[config.mk]
export PLATFORM = sky130hd
export DESIGN_NAME = card_status_top
export DESIGN_NICKNAME = d
export VERILOG_FILES = /design/src/source/card_status_pkg.sv /design/src/source/bus_clock_monitor.sv /design/src/source/sound_activity_monitor.sv /design/src/source/status_led_driver.sv /design/src/source/card_status_top.sv
export SDC_FILE = /design/constraint.sdc
export NUM_CORES = 1
export LEC_CHECK = 0
export ABC_AREA = 0
export BUFFER_PORTS_ARGS = -buffer_cell sky130_fd_sc_hd__buf_2
export CORE_MARGIN = 3
export CORE_UTILIZATION = 55
export DETAILED_ROUTE_END_ITERATION = 10
export HOLD_SLACK_MARGIN = 0.15
export PLACE_DENSITY = 0.74
export SYNTH_ARGS = -nofsm -noshare
export SYNTH_HDL_FRONTEND = slang
export SYNTH_HIERARCHICAL = 1
export SYNTH_SLANG_ARGS = --single-unit
[constraint.sdc]
create_clock -name clk_logic_w -period 3.3 [get_ports clk_logic_w]
set_clock_uncertainty 0.05 [all_clocks]
set_input_delay 0.33 -clock clk_logic_w [delete_from_list [all_inputs] [get_ports clk_logic_w]]
set_output_delay 0.33 -clock clk_logic_w [all_outputs]
set_load 0.03 [all_outputs]
[src/source/card_status_pkg.sv]
package card_status_pkg;

    // Sound transfer counter
    localparam int SOUND_COUNT_W = 16;

    typedef logic [SOUND_COUNT_W-1:0] sound_count_t;

    // Counter bit that the status LED follows while sound is active
    localparam int unsigned ACTIVITY_BLINK_BIT = 8;

    // Raw Apple II bus clock levels from outside the clk_logic_w domain
    typedef struct packed {
        logic phi1;
        logic q3;
    } bus_clocks_t;

    // Board indicator outputs
    typedef struct packed {
        logic status_led;   // Heartbeat or sound blink
        logic clk_2m_led;   // Divided q3
        logic phi1_led;     // Divided phi1
    } status_leds_t;

    // Which rule last set the status LED
    typedef enum logic {
        LED_HEARTBEAT = 1'b0,
        LED_SOUND     = 1'b1
    } led_mode_e;

endpackage

[src/source/bus_clock_monitor.sv]
`timescale 1ns/1ns

module bus_clock_monitor #(
    parameter int CLOCK_DIV_BITS = 11
) (
    input  logic                       clk_logic_w,
    input  logic                       system_reset_n_w,
    input  card_status_pkg::bus_clocks_t bus_clocks_i,
    output logic                       phi1_led_o,
    output logic                       clk_2m_led_o
);

    import card_status_pkg::*;

    // Slot of each clock in the packed struct
    localparam int PHI1_IDX = 1;
    localparam int Q3_IDX   = 0;
    localparam int NUM_CLKS = 2;

    bus_clocks_t sync1_r;   // First synchronizer stage
    bus_clocks_t sync2_r;   // Second synchronizer stage
    bus_clocks_t prev_r;    // Level one cycle back, for edge detect
    bus_clocks_t rise_r;    // Registered rising edge pulses

    logic [NUM_CLKS-1:0]       rise_vec_w;
    logic [CLOCK_DIV_BITS-1:0] div_cnt_r [NUM_CLKS];

    // Two-flop synchronizer and edge history
    always_ff @(posedge clk_logic_w) begin
        sync1_r <= bus_clocks_i;
        sync2_r <= sync1_r;
        prev_r  <= sync2_r;
    end

    // One-cycle pulse per rising edge of each clock
    always_ff @(posedge clk_logic_w) begin
        if (!system_reset_n_w) begin
            rise_r <= '0;
        end else begin
            rise_r <= sync2_r & ~prev_r;
        end
    end

    assign rise_vec_w = rise_r;

    // Edge counters, one per bus clock
    always_ff @(posedge clk_logic_w) begin
        if (!system_reset_n_w) begin
            for (int i = 0; i < NUM_CLKS; i++) begin
                div_cnt_r[i] <= '0;
            end
        end else begin
            for (int i = 0; i < NUM_CLKS; i++) begin
                if (rise_vec_w[i]) begin
                    div_cnt_r[i] <= div_cnt_r[i] + 1'b1;
                end
            end
        end
    end

    /*
     * The top bit of each counter toggles once every
     * 2**(CLOCK_DIV_BITS-1) edges and so blinks slowly enough to see on a board LED
     */
    assign phi1_led_o   = div_cnt_r[PHI1_IDX][CLOCK_DIV_BITS-1];
    assign clk_2m_led_o = div_cnt_r[Q3_IDX][CLOCK_DIV_BITS-1];    // q3 runs at 2 MHz

endmodule

[src/source/sound_activity_monitor.sv]
`timescale 1ns/1ns

module sound_activity_monitor (
    input  logic                          clk_logic_w,
    input  logic                          system_reset_n_w,
    input  card_status_pkg::sound_count_t sound_count_i,
    input  logic                          period_tick_i,
    output logic                          activity_o,
    output logic                          blink_bit_o
);

    import card_status_pkg::*;

    sound_count_t prev_count_r;   // Counter value one cycle back
    logic         change_w;
    logic         activity_r;

    // Previous value follows the counter every cycle
    always_ff @(posedge clk_logic_w) begin
        prev_count_r <= sound_count_i;
    end

    assign change_w = (sound_count_i != prev_count_r);

    // Activity flag
    // A change in the tick cycle keeps the flag for the next period
    always_ff @(posedge clk_logic_w) begin
        if (!system_reset_n_w) begin
            activity_r <= 1'b0;
        end else if (change_w) begin
            activity_r <= 1'b1;
        end else if (period_tick_i) begin
            activity_r <= 1'b0;     // Cleared at period end
        end
    end

    assign activity_o  = activity_r;
    assign blink_bit_o = sound_count_i[ACTIVITY_BLINK_BIT];   // Live counter bit

endmodule

[src/source/status_led_driver.sv]
`timescale 1ns/1ns

module status_led_driver #(
    parameter int HEARTBEAT_CYCLES = 10_000_000
) (
    input  logic                       clk_logic_w,
    input  logic                       system_reset_n_w,
    input  logic                       activity_i,
    input  logic                       blink_bit_i,
    output logic                       period_tick_o,
    output logic                       heartbeat_pulse_o,
    output logic                       status_led_o,
    output card_status_pkg::led_mode_e sound_mode_o
);

    import card_status_pkg::*;

    localparam int COUNT_W = $clog2(HEARTBEAT_CYCLES);
    localparam logic [COUNT_W-1:0] LAST_COUNT = COUNT_W'(HEARTBEAT_CYCLES - 1);

    logic [COUNT_W-1:0] period_cnt_r;
    logic               period_end_w;
    logic               status_led_r;
    led_mode_e          mode_r;

    // Heartbeat period counter that wraps at LAST_COUNT
    always_ff @(posedge clk_logic_w) begin
        if (!system_reset_n_w) begin
            period_cnt_r <= '0;
        end else if (period_end_w) begin
            period_cnt_r <= '0;
        end else begin
            period_cnt_r <= period_cnt_r + 1'b1;
        end
    end

    assign period_end_w = (period_cnt_r == LAST_COUNT);

    // Same cycle drives the activity clear and the external pulse
    assign period_tick_o     = period_end_w;
    assign heartbeat_pulse_o = period_end_w;

    /*
     * LED decision at the end of each period.
     * Sound activity makes the LED follow the counter bit, so a busy
     * sound engine gives an irregular blink; a quiet one gives a
     * steady heartbeat toggle.
     */
    always_ff @(posedge clk_logic_w) begin
        if (!system_reset_n_w) begin
            status_led_r <= 1'b0;
            mode_r       <= LED_HEARTBEAT;
        end else if (period_end_w) begin
            if (activity_i) begin
                status_led_r <= blink_bit_i;
                mode_r       <= LED_SOUND;
            end else begin
                status_led_r <= ~status_led_r;  // Plain heartbeat
                mode_r       <= LED_HEARTBEAT;
            end
        end
    end

    assign status_led_o = status_led_r;
    assign sound_mode_o = mode_r;

endmodule

[src/source/card_status_top.sv]
`timescale 1ns/1ns

module card_status_top #(
    parameter int HEARTBEAT_CYCLES = 10_000_000,   // Period of the status heartbeat
    parameter int CLOCK_DIV_BITS   = 11            // Bus clock divider width
) (
    input  logic                          clk_logic_w,
    input  logic                          system_reset_n_w,
    input  card_status_pkg::bus_clocks_t  bus_clocks_i,
    input  card_status_pkg::sound_count_t sound_count_i,
    output card_status_pkg::status_leds_t leds_o,
    output logic                          heartbeat_pulse_o,
    output card_status_pkg::led_mode_e    sound_mode_o
);

    logic phi1_led_w;
    logic clk_2m_led_w;
    logic status_led_w;
    logic activity_w;
    logic blink_bit_w;
    logic period_tick_w;

    // Bus clock indicators
    bus_clock_monitor #(
        .CLOCK_DIV_BITS(CLOCK_DIV_BITS)
    ) i_bus_clock_monitor (
        .clk_logic_w     (clk_logic_w),
        .system_reset_n_w(system_reset_n_w),
        .bus_clocks_i    (bus_clocks_i),
        .phi1_led_o      (phi1_led_w),
        .clk_2m_led_o    (clk_2m_led_w)
    );

    // Sound counter change detect
    sound_activity_monitor i_sound_activity_monitor (
        .clk_logic_w     (clk_logic_w),
        .system_reset_n_w(system_reset_n_w),
        .sound_count_i   (sound_count_i),
        .period_tick_i   (period_tick_w),
        .activity_o      (activity_w),
        .blink_bit_o     (blink_bit_w)
    );

    status_led_driver #(
        .HEARTBEAT_CYCLES(HEARTBEAT_CYCLES)
    ) i_status_led_driver (
        .clk_logic_w      (clk_logic_w),
        .system_reset_n_w (system_reset_n_w),
        .activity_i       (activity_w),
        .blink_bit_i      (blink_bit_w),
        .period_tick_o    (period_tick_w),
        .heartbeat_pulse_o(heartbeat_pulse_o),
        .status_led_o     (status_led_w),
        .sound_mode_o     (sound_mode_o)
    );

    // Indicator bundle
    assign leds_o = '{
        status_led: status_led_w,
        clk_2m_led: clk_2m_led_w,
        phi1_led:   phi1_led_w
    };

endmodule

After elaboration in Yosys (flattened, before gate mapping)
Memories as Yosys holds them, arrays and structs flattened.
Index checks and enable logic that the tools add are counted.
{"block": "word_totals", "wordCells": 40, "mem_bits_rw": 22, "register_bits": 51, "out_inout_bits": 5, "in_bits": 20, "n_memories": 1}
{"block": "classes", "eq_ne": 2, "bitwise_logic": 6, "muxes": 13, "reduce_logical": 2, "addsub": 3}
{"name": "i_bus_clock_monitor.div_cnt_r", "words": 2, "width": 11, "read_ports": 2, "rd_ports_with_merged_regs": 0, "wr": 2, "line": "bus_clock_monitor.sv:26", "rtl": "logic [CLOCK_DIV_BITS-1:0] div_cnt_r [NUM_CLKS];"}
{"cell": "$add 24x1->24 const B", "n": 1}
{"cell": "$eq 24x24->1 const B", "n": 1}
{"cell": "$add 11x1->11 const B", "n": 2}
{"cell": "$mux 11", "n": 2}
{"cell": "$ne 16x16->1", "n": 1}
{"cell": "$mux 1", "n": 11}
{"cell": "$and 2x2->2", "n": 1}
{"cell": "$not 1->1", "n": 2}
{"cell": "$not 2->2", "n": 1}
{"cell": "$or 1x1->1", "n": 2}
{"cell": "$reduce_bool 2->1", "n": 1}
{"cell": "$reduce_or 2->1", "n": 1}

Longest topological paths before layout
{"block": "logic_depth", "depth_word": 4, "mapped_depth": 9, "depth_no_buf": 8}

Hierarchy
The synthesis kept the hierarchy.
{"module": "bus_clock_monitor", "seq_area_each_um2": 820.8, "cells_each": 115, "instances": 1, "area_each_um2": 1342.5}
{"module": "status_led_driver", "seq_area_each_um2": 520.5, "cells_each": 145, "instances": 1, "area_each_um2": 1241.2}
{"module": "sound_activity_monitor", "seq_area_each_um2": 340.3, "cells_each": 41, "instances": 1, "area_each_um2": 533.0}
{"module": "card_status_top", "seq_area_each_um2": 0.0, "cells_each": 3, "instances": 1, "area_each_um2": 22.5}

Least setup slack after synthesis
No wires, ideal clock.
{"block": "synth_path", "path_kind": "register to register", "from": "reg i_status_led_driver.period_cnt_r[0]", "to": "reg i_sound_activity_monitor.activity_r (netlist: i_sound_activity_monitor/activity_o)", "n_path_buf": 1, "t_arrival_ns": 2.457, "t_required_ns": 3.125, "synth_period_minus_slack_ns": 2.632, "path_stages_with_launch": 10, "slack_ns": 0.668, "setup_time_ns": 0.125, "cell_sequence": "dfxtp_1 -> ha_1 -> nand3_1 -> or3_2 -> nor2_1 -> buf_4 -> inv_1 -> a21oi_1 -> nand4_1 -> o41a_1"}
{"block": "synth_via", "elab_chain_cells": 2}
{"element": "start: declaration", "line": "status_led_driver.sv:21", "rtl": "logic [COUNT_W-1:0] period_cnt_r;"}
{"element": "start signal: assignment", "line": "status_led_driver.sv:33", "rtl": "period_cnt_r <= period_cnt_r + 1'b1;"}
{"element": "$eq 24x24->1", "line": "status_led_driver.sv:37", "rtl": "assign period_end_w = (period_cnt_r == LAST_COUNT);"}
{"element": "via heartbeat_pulse_o", "line": "card_status_top.sv:12", "rtl": "output logic heartbeat_pulse_o,"}
{"element": "$reduce_bool 2->1 (no source line)"}
{"element": "end signal: assignment", "line": "sound_activity_monitor.sv:29", "rtl": "activity_r <= 1'b0;"}
{"element": "end signal: assignment", "line": "sound_activity_monitor.sv:31", "rtl": "activity_r <= 1'b1;"}
{"element": "end signal: assignment", "line": "sound_activity_monitor.sv:33", "rtl": "activity_r <= 1'b0;"}
{"element": "end: declaration", "line": "sound_activity_monitor.sv:16", "rtl": "logic activity_r;"}
The timed path passes the listed nets, and every way through them passes these cells.
A chain may end at the register's enable or synchronous reset.

Worst setup path in the final report
{"block": "layout_path", "from": "reg i_status_led_driver.period_cnt_r[0]", "to": "out heartbeat_pulse_o"}
{"block": "layout_via", "elab_chain_cells": 1}
{"element": "$eq 24x24->1", "line": "status_led_driver.sv:37"}
{"element": "end: declaration", "line": "card_status_top.sv:12"}
Every way passes these cells.

==> impl_metrics.tcl <==
set metrics [dict create \
    gp_congestion 0.814 \
    syn-cell-area_um2 3140 \
    worst_slack_ns 0.786 \
    crit_fanout 6 \
    maxSlewViolCount 0 \
    p_leak_uw 0.00126 \
    clock_latency_ns 0.35 \
    grt_pass1_vias 2219 \
    die_area_um2 6650 \
    drc 0 \
    netlist_top_cells_area "dfxtp_1 (33%), edfxtp_1 (21%), xor2_1 (6.7%)" \
    die_y_um 81.6 \
    yosysMostFrequentCell "dfxtp_1" \
    worstRegToRegCells 8 \
    required_ns 2.92 \
    syn_area_per_cell_um2 10.3 \
    htreeDepth 3 \
    wl_met2_mm 2.85 \
    dpl_worst_slack_ns 0.978 \
    met3_length_um 247 \
    hpwl_mm 3.66 \
    layout.cells.non_filler 420 \
    cpPeakStageDelay_ns 0.57 \
    path_clk_slew_ns 0.09 \
    finalCriticalPeriod_ns 2.51 \
    min_path_cells 3 \
    relSlewSlack_pct 62.0 \
    vias 2364 \
    routed_wl_mm 6.08 \
    die_x_um 81.6 \
    highest_layer "met4" \
    syn_inst 304 \
    grt_pass1_wl_mm 10.3 \
    yosys_warnings 6 \
    hold_class "in2reg" \
    yosysSeqAreaShare_pct 53.6 \
    outcome "complete, no violations" \
    worst_pin_slew_ns 0.570 \
    maxCapViolations 0 \
    drive_gt1_share_pct 16.0 \
    cts_tree "built" \
    placed_cells 386 \
    cp_top_family "simple AND/OR/NAND/NOR gates" \
    synth_largest_area_cell "dfxtp_1" \
    rsz0062_at_grt "no" \
    fin_setup_tns_ns 0 \
    clkSinkCount 73 \
    setup_violations 0 \
    reg2reg_to "i_sound_activity_monitor/activity_o" \
    min_period_over_period_pct 76.2 \
    worst-path-buf-inv 1 \
    drt-initial-drc-count 146 \
    synth_edf_count 22 \
    syn_to_final_growth_pct 15.8 \
    detail_route.vias_per_cell 5.63 \
    grt_max_degree 22 \
    ant_nets 0 \
    ys_types 42 \
    clock_path_buffers 2 \
    rows 26 \
    ys_async_sr_fraction_pct 0 \
    synth_top_cell_area_share_pct 32.5 \
    worstSetupPathType "reg2out" \
    path_cells "ha_1 -> nand3_1 -> or3_2 -> nor2_1 -> buf_2" \
    m1WireLength_mm 2.88 \
    diodes 0 \
    end_kind "primary output" \
    grtUsageTotal_pct 20.5 \
    r2r-start "i_status_led_driver/period_cnt_r[0]" \
    r2r_setup_slack_ns 0.96 \
    start_util_pct 59.2 \
    worst_path_max_delay_cell "or3_2" \
    critPathArrivalTime_ns 2.13 \
    antenna_found_initial 0 \
    fin_util_pct 68.5 \
    synth_common_cells "dfxtp_1 (51), nor2_1 (27), a21oi_1 (25)" \
    first_pass_iters 4 \
    fmax_mhz 398 \
    timing.hold.ws_ns 0.227 \
    grt-ovfl-total 0 \
    synth_top_flop_cell "dfxtp_1" \
    hold_start "system_reset_n_w" \
    core_area_um2 5300 \
    finalHoldViolations 0 \
    cts_root_buf "clkbuf_8" \
    synth_nets 327 \
    hold_end "i_bus_clock_monitor/rise_r[1]" \
    nNetsFinal 368 \
    power_density_nw_per_um2 481 \
    peakVddDrop_uv 418 \
    synth_seq_cells 73 \
    numCtsBuffers 9 \
    post_drt_wl_per_cell_um 14.5 \
    cts_setup_buffers 0 \
    ioPinCount 25 \
    cp-start-kind "register" \
    port_buffers 24 \
]
through the flow:
stage / total power, uW / cell area, um2
after floorplan: 1060 / 3140
after global placement: 1090 / 3270
after detailed placement: 1100 / 3270
after CTS: 1760 / 3630
after global routing: 1810 / 3630
final: 1750 / 3630
placed cells by master (no fill, tap or decap), types with 2 or more instances in the layout:
| cell type | Yosys | final |
|---|---|---|
| edfxtp_1 | 22 | 22 |
| buf_4 | 5 | 2 |
| inv_1 | 7 | 7 |
| buf_2 | 4 | 24 |
| inv_6 | 0 | 4 |
| clkinv_4 | 0 | 2 |
| o21ai_1 | 0 | 2 |
| dfxtp_1 | 51 | 51 |
| o31ai_1 | 13 | 13 |
| nor3_1 | 2 | 2 |
| a21oi_2 | 2 | 2 |
| nand2_1 | 16 | 16 |
| xor2_1 | 24 | 24 |
| ha_1 | 3 | 3 |
| or3_2 | 4 | 4 |
| nand3_1 | 19 | 19 |
| nor2_1 | 27 | 27 |
| nand3_2 | 3 | 3 |
| or4_1 | 13 | 13 |
| nand2b_1 | 2 | 2 |
| o21ai_0 | 10 | 8 |
| xnor2_1 | 8 | 8 |
| or3_1 | 5 | 5 |
| dlygate4sd3_1 | 0 | 18 |
| a21oi_1 | 25 | 25 |
| nor4b_1 | 2 | 2 |
| nand4_1 | 9 | 9 |
| nor4_1 | 5 | 5 |
| and2_1 | 2 | 2 |
| or4_4 | 2 | 2 |
| clkbuf_8 | 0 | 9 |
sequential cells by signal, summed over array words and instances (netlist names):
| signal | count |
|---|---|
| i_bus_clock_monitor/prev_r | 2 |
| i_status_led_driver/period_cnt_r | 24 |
| i_bus_clock_monitor/sync2_r | 2 |
| i_status_led_driver/sound_mode_o | 1 |
| i_sound_activity_monitor/prev_count_r | 16 |
| i_bus_clock_monitor/rise_r | 2 |
| i_status_led_driver/status_led_o | 1 |
| i_bus_clock_monitor/div_cnt_r | 22 |
| i_bus_clock_monitor/sync1_r | 2 |
| i_sound_activity_monitor/activity_o | 1 |
per-layer routing:
layer	vias up	GRT usage [%]
li1	1195	-
met1	1118	26.6
met2	41	31.9
met3	10	4.82
met4	0	10.6
met5	-	0
cells by family after synthesis:
logic type	after synthesis	synth area share (%)
compound gates	56	10.9
xor+xnor	32	8.93
flops	73	53.6
fa+ha+maj	3	1.20
simple gates	119	21.6
buf+inv	21	3.75
cell type report:
| type | count | area [um2] |
|---|---|---|
| well taps | 70 | 87.6 |
| repair buffers | 44 | 315 |
| clock inverters | 7 | 60.1 |
| multi-input cells | 210 | 1340 |
| clock buffers | 9 | 124 |
| inverters | 7 | 26.3 |
| flip-flops and latches | 73 | 1680 |
| fillers | 392 | 1670 |
worst register-to-register path, delay by kind of cell, from the launching register on:
| kind | cells | cell delay, ns |
|---|---|---|
| simple gates | 4 | 1.03 |
| fa+ha+maj | 1 | 0.22 |
| flops | 1 | 0.40 |
| buf+inv | 1 | 0.06 |
| compound gates | 2 | 0.47 |
report_power, final:
| part | internal (uW) | total (uW) | leakage (uW) | switching (uW) |
|---|---|---|---|---|
| combinational | 50.8 | 107 | 0.000514 | 55.8 |
| clock | 286 | 650 | 0.0000912 | 365 |
| sequential | 961 | 991 | 0.000651 | 29.2 |
| total | 1300 | 1750 | 0.00126 | 450 |
worst max-delay path by stage:
stage | to | slack, ns | cells past startpoint | from
2_1_floorplan | i_sound_activity_monitor/activity_o | 0.67 | 9 | i_status_led_driver/period_cnt_r[0]
3_3_place_gp | i_sound_activity_monitor/activity_o | 1.07 | 8 | i_status_led_driver/period_cnt_r[0]
3_5_place_dp | i_sound_activity_monitor/activity_o | 0.98 | 8 | i_status_led_driver/period_cnt_r[0]
4_1_cts | heartbeat_pulse_o | 0.78 | 5 | i_status_led_driver/period_cnt_r[0]
5_1_grt | heartbeat_pulse_o | 0.69 | 5 | i_status_led_driver/period_cnt_r[0]
6_report | heartbeat_pulse_o | 0.79 | 5 | i_status_led_driver/period_cnt_r[0]
timing repair:
action	4_1_cts	5_1_grt
setup endpoints to repair	0	0
hold buffers	18	0
gates resized for setup	0	0
endpoints found under the hold margin	18	0
Note: power is estimated with default switching activity, not from simulation.
